**config.mk**
```make
export PLATFORM = sky130hd
export DESIGN_NAME = sa_controller_top
export DESIGN_NICKNAME = d
export VERILOG_FILES = /design/src/verilog/sa_ctrl_pkg.sv /design/src/verilog/sa_step_if.sv /design/src/verilog/sa_layer_cfg.sv /design/src/verilog/sa_phase_fsm.sv /design/src/verilog/sa_row_signal_regs.sv /design/src/verilog/sa_controller_top.sv
export VERILOG_INCLUDE_DIRS = /design/src /design/src/verilog
export SDC_FILE = /design/constraint.sdc
export NUM_CORES = 1
export LEC_CHECK = 0
export BUFFER_PORTS_ARGS = -buffer_cell sky130_fd_sc_hd__clkbuf_2
export CAP_MARGIN = 5
export CORE_AREA = 2 2 167 169
export CTS_CLUSTER_DIAMETER = 200
export DETAILED_ROUTE_END_ITERATION = 8
export DIE_AREA = 0 0 169 171
export SETUP_SLACK_MARGIN = 0.1
export SLEW_MARGIN = 20
export SYNTH_ARGS = -nofsm -noshare
export SYNTH_HDL_FRONTEND = slang
export SYNTH_HIERARCHICAL = 1
export SYNTH_SLANG_ARGS = --single-unit
export TNS_END_PERCENT = 50
```
**constraint.sdc**
```tcl
create_clock -name clk_i -period 5.4 [get_ports clk_i]
set_input_delay 0.81 -clock clk_i [delete_from_list [all_inputs] [get_ports clk_i]]
set_output_delay 0.81 -clock clk_i [all_outputs]
set_load 0.05 [all_outputs]
```
**src/verilog/sa_ctrl_defines.svh**
```systemverilog
`ifndef SA_CTRL_DEFINES_SVH
`define SA_CTRL_DEFINES_SVH

// Array geometry
`define SA_N_ROWS          4
`define SA_N_COLS          4
`define SA_MAX_FILTER      3

// Per-row ROM field widths, 4 rows x 7 bits per word
`define SA_SEL_W           2
`define SA_NCOL_W          2
`define SA_TR_W            2
`define SA_ROM_W           28

// Counter and address widths
`define SA_FEATURE_ADDR_W  16
`define SA_CHANNEL_W       6
`define SA_ROM_ADDR_W      10
`define SA_DRAIN_W         4

// Phase lengths in clock cycles
`define SA_READY_CYCLES    3
`define SA_DRAIN_BASE      6

`endif

```
**src/verilog/sa_ctrl_pkg.sv**
```systemverilog
`include "sa_ctrl_defines.svh"

package sa_ctrl_pkg;

    // One ROM control word, fields packed from bit 0 upward
    typedef logic [`SA_ROM_W-1:0] rom_word_t;

    // Per-row fields
    typedef logic [`SA_SEL_W-1:0]  f_sel_t;
    typedef logic [`SA_NCOL_W-1:0] col_num_t;
    typedef logic [`SA_TR_W-1:0]   tr_sel_t;

    // Layer settings and counters
    typedef logic [$clog2(`SA_MAX_FILTER+1)-1:0] filter_size_t;
    typedef logic [`SA_CHANNEL_W-1:0]            channel_t;
    typedef logic [`SA_FEATURE_ADDR_W-1:0]       feature_addr_t;
    typedef logic [`SA_ROM_ADDR_W-1:0]           rom_addr_t;
    typedef logic [`SA_DRAIN_W-1:0]              drain_t;

    typedef enum logic [2:0] {
        IDLE,
        WAIT_WEIGHT,
        LOAD,
        WAIT_BRAM,
        READY,
        START,
        DRAIN,
        NEXT_CHANNEL
    } phase_t;

endpackage

```
**src/verilog/sa_step_if.sv**
```systemverilog
`timescale 1ns/1ps
`include "sa_ctrl_defines.svh"

// Phase strobes from the sequencer to the row registers
interface sa_step_if
    import sa_ctrl_pkg::*;
();

    logic      idle;
    logic      load;
    rom_addr_t rom_addr;
    logic      channel_pass_start;

    modport sequencer (
        output idle,
        output load,
        output rom_addr,
        output channel_pass_start
    );

    modport rows (
        input idle,
        input load,
        input rom_addr,
        input channel_pass_start
    );

endinterface

```
**src/verilog/sa_layer_cfg.sv**
```systemverilog
`timescale 1ns/1ps
`include "sa_ctrl_defines.svh"

module sa_layer_cfg
    import sa_ctrl_pkg::*;
(
    input  logic                             clk_i,
    input  logic                             sel_mux_tr_rst,
    input  logic                             idle_i,
    input  filter_size_t                     filter_size_i,
    input  channel_t                         total_num_channels_i,
    input  feature_addr_t                    num_input_a_round_i,
    output drain_t                           drain_len_o,
    output channel_t                         channels_per_pass_o,
    output feature_addr_t                    inputs_per_round_o,
    output channel_t                         total_channels_o,
    output col_num_t [`SA_N_ROWS-1:0]        row_num_o,
    output logic     [`SA_N_ROWS-1:0]        sel_mux_node_o
);

    filter_size_t filter_size;
    filter_size_t fs_eff;

    // Settings follow the inputs while idle and freeze for the layer
    always_ff @(posedge clk_i or posedge sel_mux_tr_rst) begin
        if (sel_mux_tr_rst) begin
            filter_size        <= '0;
            total_channels_o   <= '0;
            inputs_per_round_o <= '0;
        end else if (idle_i) begin
            filter_size        <= filter_size_i;
            total_channels_o   <= total_num_channels_i;
            inputs_per_round_o <= num_input_a_round_i;
        end
    end

    // A zero filter size behaves as size 1
    assign fs_eff = (filter_size == '0) ? filter_size_t'(1) : filter_size;

    // 2 * (size - 1) + base
    assign drain_len_o = drain_t'({fs_eff - filter_size_t'(1), 1'b0}) +
                         drain_t'(`SA_DRAIN_BASE);

    assign channels_per_pass_o = channel_t'(`SA_N_ROWS) / channel_t'(fs_eff);

    ////////////////////////////////////////////////////////////////////
    // Row mapping, rows fold onto the filter height
    ////////////////////////////////////////////////////////////////////
    always_comb begin
        col_num_t row_phase;
        row_phase = '0;
        for (int i = 0; i < `SA_N_ROWS; i++) begin
            if (row_phase == col_num_t'(fs_eff))
                row_phase = '0;
            row_num_o[i] = row_phase + col_num_t'(1);
            // Last row of each filter does not pass its sum on
            sel_mux_node_o[i] = (row_num_o[i] != col_num_t'(fs_eff));
            row_phase = row_phase + col_num_t'(1);
        end
    end

endmodule

```
**src/verilog/sa_phase_fsm.sv**
```systemverilog
`timescale 1ns/1ps
`include "sa_ctrl_defines.svh"

module sa_phase_fsm
    import sa_ctrl_pkg::*;
(
    input  logic          clk_i,
    input  logic          sel_mux_tr_rst,
    input  logic          input_ready_i,
    input  logic          weight_ready_i,
    input  logic          bram_ready_i,
    input  drain_t        drain_len_i,
    input  channel_t      channels_per_pass_i,
    input  feature_addr_t inputs_per_round_i,
    input  channel_t      total_channels_i,
    sa_step_if.sequencer  step,
    output logic          rst_o,
    output logic          load_o,
    output logic          ready_o,
    output logic          start_op_o,
    output logic          rd_weight_ld_o,
    output logic          rd_feature_ld_o,
    output logic          rd_rom_signals_ld_o,
    output logic          layer_done_o,
    output feature_addr_t in_feature_addr_o
);

    phase_t        p_state;
    phase_t        n_state;
    feature_addr_t phase_cnt;
    feature_addr_t feature_addr;
    rom_addr_t     rom_addr;
    channel_t      channel_cnt;
    logic          idle_q;
    logic          load_q;
    logic          pass_start_q;
    logic          phase_last;

    // Final cycle of the counted phases
    always_comb begin
        case (p_state)
            LOAD:    phase_last = (phase_cnt == feature_addr_t'(`SA_N_COLS - 1));
            READY:   phase_last = (phase_cnt == feature_addr_t'(`SA_READY_CYCLES - 1));
            START:   phase_last = (phase_cnt == inputs_per_round_i - feature_addr_t'(1));
            DRAIN:   phase_last = (phase_cnt == feature_addr_t'(drain_len_i) - feature_addr_t'(1));
            default: phase_last = 1'b0;
        endcase
    end

    ////////////////////////////////////////////////////////////////////
    // Next phase
    ////////////////////////////////////////////////////////////////////
    always_comb begin
        n_state = p_state;
        case (p_state)
            IDLE, NEXT_CHANNEL: begin
                if (input_ready_i && weight_ready_i)
                    n_state = LOAD;
                else if (input_ready_i)
                    n_state = WAIT_WEIGHT;
            end
            WAIT_WEIGHT: begin
                if (weight_ready_i)
                    n_state = LOAD;
            end
            LOAD: begin
                if (phase_last)
                    n_state = WAIT_BRAM;
            end
            WAIT_BRAM: begin
                if (bram_ready_i)
                    n_state = READY;
            end
            READY: begin
                if (phase_last)
                    n_state = START;
            end
            // One round of inputs, no handshake sampled here
            START: begin
                if (phase_last)
                    n_state = DRAIN;
            end
            DRAIN: begin
                if (phase_last)
                    n_state = (channel_cnt >= total_channels_i) ? IDLE : NEXT_CHANNEL;
            end
            default: n_state = IDLE;
        endcase
    end

    ////////////////////////////////////////////////////////////////////
    // Phase register, counters and registered strobes
    ////////////////////////////////////////////////////////////////////
    always_ff @(posedge clk_i or posedge sel_mux_tr_rst) begin
        if (sel_mux_tr_rst) begin
            p_state         <= IDLE;
            phase_cnt       <= '0;
            feature_addr    <= '0;
            rom_addr        <= '0;
            channel_cnt     <= '0;
            rst_o           <= 1'b1;
            idle_q          <= 1'b1;
            load_q          <= 1'b0;
            pass_start_q    <= 1'b0;
            ready_o         <= 1'b0;
            start_op_o      <= 1'b0;
            rd_feature_ld_o <= 1'b0;
            layer_done_o    <= 1'b0;
        end else begin
            p_state <= n_state;

            // Restarts on every phase change
            if (n_state != p_state)
                phase_cnt <= '0;
            else
                phase_cnt <= phase_cnt + feature_addr_t'(1);

            if (p_state == START && n_state == START)
                feature_addr <= feature_addr + feature_addr_t'(1);
            else
                feature_addr <= '0;

            // Keeps counting across passes and layers
            if (p_state == LOAD)
                rom_addr <= rom_addr + rom_addr_t'(1);

            if (n_state == IDLE)
                channel_cnt <= '0;
            else if (p_state == START && n_state == DRAIN)
                channel_cnt <= channel_cnt + channels_per_pass_i;

            // Array stays in reset while a fresh layer waits for weights
            rst_o           <= (n_state == IDLE) || (n_state == WAIT_WEIGHT && rst_o);
            idle_q          <= (n_state == IDLE);
            load_q          <= (n_state == LOAD);
            pass_start_q    <= (n_state == LOAD) && (p_state != LOAD) && (channel_cnt == '0);
            ready_o         <= (n_state == READY);
            start_op_o      <= (n_state == START) || (n_state == DRAIN);
            rd_feature_ld_o <= (n_state == READY) || (n_state == START);
            layer_done_o    <= (p_state == DRAIN) && (n_state == IDLE);
        end
    end

    assign load_o              = load_q;
    assign rd_weight_ld_o      = load_q;
    assign rd_rom_signals_ld_o = load_q;
    assign in_feature_addr_o   = feature_addr;

    assign step.idle               = idle_q;
    assign step.load               = load_q;
    assign step.rom_addr           = rom_addr;
    assign step.channel_pass_start = pass_start_q;

endmodule

```
**src/verilog/sa_row_signal_regs.sv**
```systemverilog
`timescale 1ns/1ps
`include "sa_ctrl_defines.svh"

module sa_row_signal_regs
    import sa_ctrl_pkg::*;
(
    input  logic                      clk_i,
    input  logic                      sel_mux_tr_rst,
    sa_step_if.rows                   step,
    input  rom_word_t                 rom_signals_data_i,
    output f_sel_t   [`SA_N_ROWS-1:0] f_sel_o,
    output col_num_t [`SA_N_ROWS-1:0] number_of_columns_o,
    output col_num_t [`SA_N_ROWS-1:0] column_num_o,
    output tr_sel_t  [`SA_N_ROWS-1:0] sel_mux_tr_o,
    output logic     [`SA_N_ROWS-1:0] en_adder_node_o
);

    // Field groups inside the ROM word
    localparam int NCOL_OFS = `SA_N_ROWS * `SA_SEL_W;
    localparam int TR_OFS   = NCOL_OFS + `SA_N_ROWS * `SA_NCOL_W;
    localparam int EN_OFS   = TR_OFS + `SA_N_ROWS * `SA_TR_W;

    f_sel_t   [`SA_N_ROWS-1:0] word_f_sel;
    col_num_t [`SA_N_ROWS-1:0] word_ncol;
    tr_sel_t  [`SA_N_ROWS-1:0] word_tr;
    logic     [`SA_N_ROWS-1:0] word_en;
    tr_sel_t  [`SA_N_ROWS-1:0] tr_stage;
    col_num_t [`SA_N_ROWS-1:0] col_cnt;
    col_num_t [`SA_N_ROWS-1:0] col_cnt_eff;
    logic                      col_restart;

    // Column counters restart with the first load of a layer
    assign col_restart = step.channel_pass_start;

    for (genvar r = 0; r < `SA_N_ROWS; r++) begin : g_split
        assign word_f_sel[r]  = rom_signals_data_i[r*`SA_SEL_W +: `SA_SEL_W];
        assign word_ncol[r]   = rom_signals_data_i[NCOL_OFS + r*`SA_NCOL_W +: `SA_NCOL_W];
        assign word_tr[r]     = rom_signals_data_i[TR_OFS + r*`SA_TR_W +: `SA_TR_W];
        assign word_en[r]     = rom_signals_data_i[EN_OFS + r];
        assign col_cnt_eff[r] = col_restart ? '0 : col_cnt[r];
    end

    ////////////////////////////////////////////////////////////////////
    // Row fields, transfer select lags two loads
    ////////////////////////////////////////////////////////////////////
    always_ff @(posedge clk_i or posedge sel_mux_tr_rst) begin
        if (sel_mux_tr_rst) begin
            f_sel_o             <= '0;
            number_of_columns_o <= '0;
            en_adder_node_o     <= '0;
            tr_stage            <= '0;
            sel_mux_tr_o        <= '0;
        end else if (step.idle) begin
            f_sel_o             <= '0;
            number_of_columns_o <= '0;
            en_adder_node_o     <= '0;
            tr_stage            <= '0;
            sel_mux_tr_o        <= '0;
        end else if (step.load) begin
            f_sel_o             <= word_f_sel;
            number_of_columns_o <= word_ncol;
            en_adder_node_o     <= word_en;
            tr_stage            <= word_tr;
            sel_mux_tr_o        <= tr_stage;
        end
    end

    ////////////////////////////////////////////////////////////////////
    // Column numbers count down from the column count
    ////////////////////////////////////////////////////////////////////
    always_ff @(posedge clk_i or posedge sel_mux_tr_rst) begin
        if (sel_mux_tr_rst) begin
            col_cnt      <= '0;
            column_num_o <= '0;
        end else if (step.idle) begin
            col_cnt      <= '0;
            column_num_o <= '0;
        end else if (step.load) begin
            for (int i = 0; i < `SA_N_ROWS; i++) begin
                column_num_o[i] <= word_ncol[i] - col_cnt_eff[i];
                // Wrap after the last column of this row
                if (col_cnt_eff[i] == word_ncol[i] - col_num_t'(1))
                    col_cnt[i] <= '0;
                else
                    col_cnt[i] <= col_cnt_eff[i] + col_num_t'(1);
            end
        end
    end

endmodule

```
**src/verilog/sa_controller_top.sv**
```systemverilog
`timescale 1ns/1ps
`include "sa_ctrl_defines.svh"

module sa_controller_top
    import sa_ctrl_pkg::*;
(
    input  logic                      clk_i,
    input  logic                      sel_mux_tr_rst,
    input  logic                      input_ready_i,
    input  logic                      weight_ready_i,
    input  logic                      bram_ready_i,
    input  filter_size_t              filter_size_i,
    input  channel_t                  total_num_channels_i,
    input  feature_addr_t             num_input_a_round_i,
    input  rom_word_t                 rom_signals_data_i,
    output rom_addr_t                 addrs_rom_signal_o,
    output feature_addr_t             in_feature_addr_o,
    output logic                      rst_o,
    output logic                      load_o,
    output logic                      ready_o,
    output logic                      start_op_o,
    output logic                      rd_weight_ld_o,
    output logic                      rd_feature_ld_o,
    output logic                      rd_rom_signals_ld_o,
    output logic                      layer_done_o,
    output f_sel_t   [`SA_N_ROWS-1:0] f_sel_o,
    output col_num_t [`SA_N_ROWS-1:0] number_of_columns_o,
    output col_num_t [`SA_N_ROWS-1:0] column_num_o,
    output tr_sel_t  [`SA_N_ROWS-1:0] sel_mux_tr_o,
    output logic     [`SA_N_ROWS-1:0] en_adder_node_o,
    output col_num_t [`SA_N_ROWS-1:0] row_num_o,
    output logic     [`SA_N_ROWS-1:0] sel_mux_node_o
);

    drain_t        drain_len;
    channel_t      channels_per_pass;
    feature_addr_t inputs_per_round;
    channel_t      total_channels;

    sa_step_if step ();

    // ROM is addressed straight from the sequencer
    assign addrs_rom_signal_o = step.rom_addr;

    sa_layer_cfg u_layer_cfg (
        .clk_i                (clk_i),
        .sel_mux_tr_rst       (sel_mux_tr_rst),
        .idle_i               (step.idle),
        .filter_size_i        (filter_size_i),
        .total_num_channels_i (total_num_channels_i),
        .num_input_a_round_i  (num_input_a_round_i),
        .drain_len_o          (drain_len),
        .channels_per_pass_o  (channels_per_pass),
        .inputs_per_round_o   (inputs_per_round),
        .total_channels_o     (total_channels),
        .row_num_o            (row_num_o),
        .sel_mux_node_o       (sel_mux_node_o)
    );

    sa_phase_fsm u_phase_fsm (
        .clk_i               (clk_i),
        .sel_mux_tr_rst      (sel_mux_tr_rst),
        .input_ready_i       (input_ready_i),
        .weight_ready_i      (weight_ready_i),
        .bram_ready_i        (bram_ready_i),
        .drain_len_i         (drain_len),
        .channels_per_pass_i (channels_per_pass),
        .inputs_per_round_i  (inputs_per_round),
        .total_channels_i    (total_channels),
        .step                (step.sequencer),
        .rst_o               (rst_o),
        .load_o              (load_o),
        .ready_o             (ready_o),
        .start_op_o          (start_op_o),
        .rd_weight_ld_o      (rd_weight_ld_o),
        .rd_feature_ld_o     (rd_feature_ld_o),
        .rd_rom_signals_ld_o (rd_rom_signals_ld_o),
        .layer_done_o        (layer_done_o),
        .in_feature_addr_o   (in_feature_addr_o)
    );

    sa_row_signal_regs u_row_regs (
        .clk_i               (clk_i),
        .sel_mux_tr_rst      (sel_mux_tr_rst),
        .step                (step.rows),
        .rom_signals_data_i  (rom_signals_data_i),
        .f_sel_o             (f_sel_o),
        .number_of_columns_o (number_of_columns_o),
        .column_num_o        (column_num_o),
        .sel_mux_tr_o        (sel_mux_tr_o),
        .en_adder_node_o     (en_adder_node_o)
    );

endmodule

```
==> flow_metrics.tcl, run 1 <==
set metrics [dict create \
    syn_area_per_cell_sq_um 9.935 \
    critPathRequiredTime_ns 5.75 \
    p_seq_frac 0.328 \
    final_util 0.3445 \
    antennaDiodeCount 0 \
    maxSlewHeadroom 0.3779 \
    cts_tree "done" \
    postSynthCellCount 803 \
    postPlaceCellArea_sq_um 8797 \
    grt_pass1_wl_um 30240 \
    ys_ff_latch 135 \
    die-area_sq_um 28900 \
    finalCritPeriodShare 0.7568 \
    drive_above_1_share 0.2519 \
    cts_buffers 17 \
    wl_per_cell_um 14.59 \
    fin_nets 987 \
    finalHoldViolations 0 \
    pin_count 139 \
    cts_setup_buffers 0 \
    swShare 0.4384 \
    p_per_area_nw_per_um2 549.9 \
    synth_cell_types 77 \
    io_buffers 135 \
    ir_drop_uv 387.5 \
    antenna_found_initial 0 \
    power.total_mw 5.177 \
    yosysTopAreaCellShare 0.4172 \
    via_per_inst 4.899 \
    dieHeight_um 171 \
    dp_slack_ns 1.369 \
    final.setup.worst_slack_ns 1.313 \
    grtUsageTotal 0.1301 \
    clock-root-buffer "clkbuf_16" \
    synth_area_leaders "dfrtp_1, mux2i_1, nor2_1" \
    drt_iter0_markers 345 \
    tightest_slew_ns 0.9332 \
    netlist_area_sq_um 7978 \
    grt_pass1_vias 5921 \
    cts.sinks 135 \
    clkTransAtPathRegs_ns 0.06 \
    vias 6207 \
    area_growth_pct 18.01 \
    pwr-share-comb 0.436 \
    ys_async_sr_fraction 1.000 \
    arrival_ns 4.43 \
    die_w_um 169 \
    switching_power_mw 2.269 \
    num_rows 61 \
    rrSetupSlack_ns 1.31 \
    synth_edf_count 0 \
    critPathMaxFanout 25 \
    max_freq_mhz 244.7 \
    initial_core_util 0.2920 \
    rsz0062_at_grt "false" \
    path_class "flop to flop" \
    routed_wirelength_um 18480 \
    ys_seq_area_frac 0.4238 \
    h-tree-depth 4 \
    synthFlopType "dfrtp_1" \
    grt_overflow_total 0 \
    dpl.hpwl_um 13150 \
    postRouteAntennaNets 0 \
    setup_tns_ns 0 \
    synth_warnings 6 \
    finalClockSkew_ns 0.01381 \
    synth_top_area_cell "dfrtp_1" \
    status "complete, no violations" \
    fin_area_sq_um 9414 \
    setup_violations 0 \
    period_minus_slack_ns 4.087 \
    cts-resized-gates 0 \
    endpoint_kind "flop" \
    grt_max_degree 84 \
    worstSetupStartpointType "flop" \
    holdWs_ns 0.4822 \
    finalMaxSlewViolations 0 \
    drc 0 \
    place.gp.congestion 0.8455 \
    clk_latency_ns 0.42 \
    dp.cells 1236 \
    p_int_mw 2.907 \
    clock_path_buffers 2 \
    min_path_type "flop to flop" \
    pwr-share-clk 0.237 \
    holdBufCountCts 0 \
    detail_route.first_pass.iterations 5 \
    cap_violations 0 \
    power_leakage_nw 4.316 \
    layoutNonFillerInstCount 1267 \
    core_sq_um 27320 \
]
-- final timing paths --
path,startpoint,to,cells after the start
max in group asynchronous,sel_mux_tr_rst,u_phase_fsm/load_o$_DFF_PP0_,3
worst min-delay path,u_phase_fsm/step.rom_addr[9]$_DFFE_PP0P_,u_phase_fsm/step.rom_addr[9]$_DFFE_PP0P_,1
min in group asynchronous,sel_mux_tr_rst,u_layer_cfg/inputs_per_round_o[2]$_DFFE_PP0P_,2
worst max register to register,u_phase_fsm/p_state[0]$_DFF_PP0_,u_phase_fsm/step.channel_pass_start$_DFF_PP0_,10
worst min register to register,u_phase_fsm/step.rom_addr[9]$_DFFE_PP0P_,u_phase_fsm/step.rom_addr[9]$_DFFE_PP0P_,1
worst max-delay path,u_phase_fsm/p_state[0]$_DFF_PP0_,u_phase_fsm/step.channel_pass_start$_DFF_PP0_,10
-- cells in the mapped netlist, types with 9 or more instances --
cell type / instances
nor2_2: 10
clkbuf_1: 25
xnor2_1: 37
a21oi_1: 20
dfrtp_1: 133
mux2i_1: 43
xor2_1: 26
nand4_1: 13
and3_1: 13
nand3_1: 18
nand2_1: 30
nor2b_1: 15
nor2_1: 107
o21ai_0: 19
nor3_1: 16
ha_1: 20
buf_4: 19
inv_1: 39
mux2_4: 20
nand2b_1: 9
-- cells by family after synthesis --
logic type | after synthesis | share of synthesized area
xor gates and xnor gates | 63 | 0.06917
other | 2 | 0.0009414
AOI/OAI and AO/OA | 117 | 0.1071
DFF | 135 | 0.4238
buffers and inverters | 98 | 0.06274
adders and majority gates | 21 | 0.03388
and+or+nand+nor | 299 | 0.2037
muxes | 68 | 0.09865
-- power groups by stage --
stage	clock network, mW	registers, mW	logic [mW]
after floorplan	0	1.88	1.65
after global placement	0	1.71	2.24
after detailed placement	0	1.71	2.26
after CTS	1.26	1.70	2.27
after global routing	1.31	1.76	2.46
final	1.22	1.70	2.25
-- worst max-delay path, cell delays in order (launching register included) --
cell and delay (ns):
dfrtp_1 0.80, nand3b_1 0.59, nor4_1 0.62, o211ai_1 0.15
o22ai_1 0.21, o32ai_2 0.15, nor4_2 0.47, nand3_1 0.19
a21oi_1 0.41, and3_1 0.23, and4b_1 0.19
-- placed cells by master (no fill, tap or decap), types with 20 or more instances in the layout --
cell type  count
xor2_1        26
mux2i_1       43
ha_1          20
xnor2_1       37
a21oi_1       20
dfrtp_1      132
mux2_4        20
clkbuf_2     135
nor2_1       107
inv_1         37
nand2_1       30
-- layout make-up --
cell class	count	area [sq um]
Tap cell	346	432.9
Multi-Input combinational cell	575	4115
Sequential cell	135	3386
Clock inverter	12	163.9
Clock buffer	19	452.9
Inverter	40	150.1
Fill cell	2795	17910
Timing Repair Buffer	140	713.2
-- registers in the layout, indices dropped and copies added, names as in the netlist, 10 cells and up --
signal	cells
u_layer_cfg/inputs_per_round_o	16
u_phase_fsm/in_feature_addr_o	16
u_phase_fsm/phase_cnt	16
u_phase_fsm/step.rom_addr	10
-- routing by layer --
metal	vias to the layer above	track usage	share of wire
met2	201	0.2103	0.46
met3	18	0.02545	0.047
met4	0	0.04905	0.015
met5	-	0	0
li1	3026	-	-
met1	2962	0.1728	0.47
No activity file was read; power rests on OpenSTA's default activity.
==> run 2: changes to the inputs <==
==> constraint.sdc (replaced) <==
create_clock -name clk_i -period 3.3 [get_ports clk_i]
set_input_delay 0.495 -clock clk_i [delete_from_list [all_inputs] [get_ports clk_i]]
set_output_delay 0.495 -clock clk_i [all_outputs]
set_load 0.05 [all_outputs]
==> flow_metrics.tcl, run 2 (synthesized netlist as in run 1, its figures left out) <==
set metrics [dict create \
    tightest_slew_ns 0.9205 \
    worstSetupStartpointType "flop" \
    grtUsageTotal 0.1413 \
    layout.area.seq_sq_um 3387 \
    holdBufCountCts 0 \
    finalMaxSlewViolations 0 \
    rsz0062_at_grt "true" \
    grt_pass1_vias 6428 \
    core_sq_um 27320 \
    drt_iter0_markers 338 \
    place.gp.congestion 0.9210 \
    clkTransAtPathRegs_ns 0.07 \
    power_leakage_nw 4.751 \
    dpl.hpwl_um 14980 \
    endpoint_kind "flop" \
    setup_violations 32 \
    path_buf_inv 1 \
    path_class "flop to flop" \
    clock_path_buffers 2 \
    antenna_found_initial 0 \
    pin_count 139 \
    initial_core_util 0.2920 \
    layoutNonFillerInstCount 1352 \
    r2r_end "u_phase_fsm/phase_cnt[2]$_DFF_PP0_" \
    critPathMaxFanout 7 \
    grt_max_degree 75 \
    h-tree-depth 4 \
    max_freq_mhz 275.3 \
    io_buffers 135 \
    drive_above_1_share 0.3419 \
    ir_drop_uv 338.0 \
    cts_buffers 17 \
    finalClockSkew_ns 0.01737 \
    power.total_mw 9.399 \
    num_rows 61 \
    postRouteAntennaNets 0 \
    wl_per_cell_um 14.93 \
    arrival_ns 3.94 \
    die-area_sq_um 28900 \
    timing.rr.start "u_layer_cfg/inputs_per_round_o[9]$_DFFE_PP0P_" \
    critPathMaxStageDelay_ns 0.56 \
    area_growth_pct 28.53 \
    detail_route.first_pass.iterations 7 \
    period_minus_slack_ns 3.633 \
    status "complete, but fails checks" \
    dp.cells 1314 \
    most-common-layout-cells "clkbuf_2, dfrtp_1, nor2_1" \
    p_per_area_nw_per_um2 916.7 \
    via_per_inst 4.850 \
    drc 0 \
    crit_chain "or4_4, or4_4, and2_4, a32o_1, or4b_4, a2111oi_4, buf_4, nor2_2, a211o_4, nand2_4, nor2_1" \
    final_common_cell "clkbuf_2" \
    cp_top_family "simple AND/OR/NAND/NOR gates" \
    critPathRequiredTime_ns 3.61 \
    antennaDiodeCount 0 \
    grt_overflow_total 0 \
    crit_top_cell "or4_4" \
    vias 6557 \
    clock-root-buffer "clkbuf_16" \
    violations "setup timing" \
    crit_start "u_layer_cfg/inputs_per_round_o[9]$_DFFE_PP0P_" \
    fillers 2764 \
    min_path_type "primary input to async pin" \
    clk_latency_ns 0.43 \
    cap_violations 0 \
    final.setup.worst_slack_ns -0.3331 \
    postPlaceCellArea_sq_um 9472 \
    dp_slack_ns -0.2512 \
    grt_pass1_wl_um 32890 \
    cp_slowest_cell "or4_4" \
    fin_area_sq_um 10250 \
    cts.sinks 135 \
    rrSetupSlack_ns -0.33 \
    worstRegToRegCells 11 \
    routed_wirelength_um 20190 \
    fin_nets 1071 \
    cts_tree "done" \
    finalHoldViolations 0 \
    die_w_um 169 \
    finalCritPeriodShare 1.101 \
    multiInputGateArea_sq_um 4338 \
    maxSlewHeadroom 0.3863 \
    dieHeight_um 171 \
]
-- run 2: changes by cell type in the layout (fill, tap and decap cells not counted), moves of 3 or more --
| cell | delta |
|---|---|
| a2111oi_0 | -4 |
| buf_4 | +79 |
| buf_6 | +3 |
| inv_8 | +3 |
| o21ai_0 | -8 |
| o21ai_1 | +8 |
-- run 2: where the power goes --
group          leakage (nW)  switching (mW)  internal, mW
combinational          2.69            2.80          2.07
clock                 0.282           0.832          1.07
sequential             1.78           0.491          2.13
total                  4.75            4.13          5.27
-- run 2: how the worst max path moves through the flow --
stage / slack [ns] / cells after the start / endpoint
floorplan: -0.15 / 11 / u_phase_fsm/phase_cnt[13]$_DFF_PP0_
global placement: -0.22 / 11 / u_phase_fsm/phase_cnt[0]$_DFF_PP0_
detailed placement: -0.25 / 14 / u_phase_fsm/phase_cnt[13]$_DFF_PP0_
CTS: -0.26 / 10 / u_phase_fsm/phase_cnt[6]$_DFF_PP0_
global route: -0.43 / 11 / u_phase_fsm/step.channel_pass_start$_DFF_PP0_
finish: -0.33 / 11 / u_phase_fsm/phase_cnt[2]$_DFF_PP0_
-- run 2: cell type report --
cell class | count | area share
clock buffers | 17 | 0.04149
well taps | 346 | 0.04222
inverters | 40 | 0.01489
flip-flops and latches | 135 | 0.3303
clock inverters | 15 | 0.01538
multi-input cells | 576 | 0.4231
repair buffers | 223 | 0.1326
-- run 2: metal layers --
layer,global-route usage,part of all wire
met3,0.02868,0.043
met2,0.2480,0.49
met5,0,0
met1,0.1748,0.45
met4,0.04311,0.016
-- run 2: metrics by stage --
stage | TNS (ns) | hold WS [ns] | utilization
floorplan | -1.687 | 0.4798 | -
global placement | -5.476 | 0.4577 | 0.3466
detailed placement | -7.176 | 0.4664 | 0.3466
CTS | -5.743 | 0.1528 | 0.3710
global route | -12.27 | 0.1774 | 0.3753
finish | -8.785 | 0.1442 | 0.3753
-- run 2: what timing repair did --
action	CTS	global route
gates cloned	0	1
gates resized for setup	19	21
buffers inserted	3	2
endpoints found under the setup margin	49	49
pin swaps	8	8
endpoints found under the hold margin	0	0
==> run 3: changes to the inputs <==
--- a/config.mk
+++ b/config.mk
@@ -8,10 +8,11 @@
 export LEC_CHECK = 0
 export BUFFER_PORTS_ARGS = -buffer_cell sky130_fd_sc_hd__clkbuf_2
 export CAP_MARGIN = 5
-export CORE_AREA = 2 2 167 169
+export CORE_AREA = 2 2 198 142
 export CTS_CLUSTER_DIAMETER = 200
 export DETAILED_ROUTE_END_ITERATION = 8
-export DIE_AREA = 0 0 169 171
+export DIE_AREA = 0 0 200 144
+export PLACE_DENSITY = 0.57
 export SETUP_SLACK_MARGIN = 0.1
 export SLEW_MARGIN = 20
 export SYNTH_ARGS = -nofsm -noshare
==> flow_metrics.tcl, run 3 (synthesized netlist as in run 1, its figures left out) <==
set metrics [dict create \
    setup_violations 29 \
    busiest_layer "met1" \
    grtUsageTotal 0.1466 \
    antennaDiodeCount 0 \
    grt_overflow_total 0 \
    postPlaceCellArea_sq_um 9510 \
    via_per_inst 4.784 \
    detail_route.first_pass.iterations 5 \
    power_leakage_nw 4.810 \
    routed_wirelength_um 21360 \
    grt_pass1_wl_um 32750 \
    rsz0062_at_grt "true" \
    holdBufCountCts 0 \
    worstSetupStartpointType "flop" \
    endpoint_kind "flop" \
    finalCritPeriodShare 1.080 \
    drive_above_1_share 0.3569 \
    cts.sinks 135 \
    clock_path_buffers 2 \
    clk_latency_ns 0.43 \
    setup_tns_ns -5.862 \
    h-tree-depth 4 \
    min_path_type "primary input to async pin" \
    core_sq_um 27120 \
    cts_tree "done" \
    grtUsageMet1 0.2332 \
    final_util 0.3868 \
    grt_max_degree 68 \
    arrival_ns 3.92 \
    initial_core_util 0.2942 \
    finalMaxSlewViolations 0 \
    antenna_found_initial 0 \
    period_minus_slack_ns 3.565 \
    pin_count 139 \
    grt_pass1_vias 5945 \
    status "complete, but fails checks" \
    die_w_um 200 \
    cts_buffers 17 \
    postRouteAntennaNets 0 \
    drt_iter0_markers 345 \
    maxSlewHeadroom 0.3690 \
    critPathMaxFanout 6 \
    grtUsageMet3 0.04384 \
    clkTransAtPathRegs_ns 0.06 \
    wl_per_cell_um 15.51 \
    dp_slack_ns -0.2835 \
    vias 6587 \
    violations "setup timing" \
    finalHoldViolations 0 \
    cap_violations 0 \
    met2_usage 0.1853 \
    place.gp.congestion 0.8751 \
    drc 0 \
    area_growth_pct 31.49 \
    critPathRequiredTime_ns 3.66 \
    dieHeight_um 144 \
    final_common_cell "clkbuf_2" \
    final.setup.worst_slack_ns -0.2654 \
    num_rows 51 \
    clock-root-buffer "clkbuf_16" \
    io_buffers 135 \
    dpl.hpwl_um 15530 \
    fillers 2712 \
    fin_area_sq_um 10490 \
    die-area_sq_um 28800 \
    ir_drop_uv 367.7 \
    finalClockSkew_ns 0.01453 \
    path_class "flop to flop" \
    fin_nets 1072 \
    tightest_slew_ns 0.9455 \
    p_per_area_nw_per_um2 945.8 \
    max_freq_mhz 280.5 \
    most-common-layout-cells "clkbuf_2, dfrtp_1, nor2_1" \
]
-- run 3: cell count changes in the layout (fill, tap and decap cells not counted), sizes merged --
| cell | before | now |
|---|---|---|
| clkinvlp | 2 | 1 |
| clkinv | 3 | 4 |
| inv | 49 | 40 |
| buf | 88 | 89 |
| clkbuf | 152 | 155 |
| bufinv | 1 | 6 |
-- run 3: worst paths after layout --
path                                                               startpoint                                              to  slack, ns  depth (start not counted)
min in group clk_i                                    num_input_a_round_i[12]  u_layer_cfg/inputs_per_round_o[12]$_DFFE_PP0P_       0.30                          2
worst min register to register       u_phase_fsm/step.rom_addr[9]$_DFFE_PP0P_        u_phase_fsm/step.rom_addr[9]$_DFFE_PP0P_       0.47                          1
worst max register to register  u_layer_cfg/inputs_per_round_o[5]$_DFFE_PP0P_              u_phase_fsm/phase_cnt[1]$_DFF_PP0_      -0.27                         10
max in group asynchronous                                      sel_mux_tr_rst   u_layer_cfg/inputs_per_round_o[0]$_DFFE_PP0P_       2.34                          2
worst max-delay path            u_layer_cfg/inputs_per_round_o[5]$_DFFE_PP0P_              u_phase_fsm/phase_cnt[1]$_DFF_PP0_      -0.27                         10
worst min-delay path                                           sel_mux_tr_rst          u_row_regs/column_num_o[0]$_DFFE_PP0P_       0.25                          2
-- run 3: per-layer routing --
layer | part of all wire | up-vias
met3 | 0.061 | 10
li1 | - | 3198
met5 | 0 | -
met2 | 0.40 | 169
met1 | 0.54 | 3210
met4 | 0.0080 | 0
-- run 3: layout make-up --
cell class / count / area [sq um] / share of cell area
clock inverter: 11 / 222.7 / 0.02123
multi-input combinational: 576 / 4446 / 0.4238
timing repair buffer: 224 / 1371 / 0.1307
clock buffer: 20 / 446.7 / 0.04258
tap: 371 / 464.2 / 0.04425
inverter: 40 / 152.6 / 0.01455
sequential: 135 / 3387 / 0.3229
-- run 3: worst max-delay path, cell delays in order (launching register included) --
cell	delay, ns
dfrtp_1	0.37
or4_4	0.58
or4_4	0.50
and2_4	0.16
a32o_1	0.25
or4b_4	0.51
a2111oi_4	0.28
mux2i_1	0.24
o211a_1	0.31
buf_6	0.14
and3_1	0.15
-- run 3: repair_timing --
action | in CTS | in global routing
gates resized for setup | 26 | 38
setup buffers | 2 | 3
hold endpoints to repair | 0 | 0
pin swaps | 10 | 21
cloned | 0 | 1
setup endpoints to repair | 49 | 49
-- run 3: power by group --
part           switching [mW]  internal, mW
clock network           0.740          1.44
logic                    2.99          2.13
registers               0.487          2.13
-- run 3: per-stage QoR --
| stage | hold WS, ns | std cells | power, mW |
|---|---|---|---|
| floorplan | 0.4798 | 808 | 5.889 |
| global placement | 0.4634 | 1340 | 7.237 |
| detailed placement | 0.4657 | 1340 | 7.250 |
| CTS | 0.2711 | 1373 | 9.656 |
| global route | 0.2742 | 1377 | 10.55 |
| finish | 0.2506 | 1377 | 9.921 |
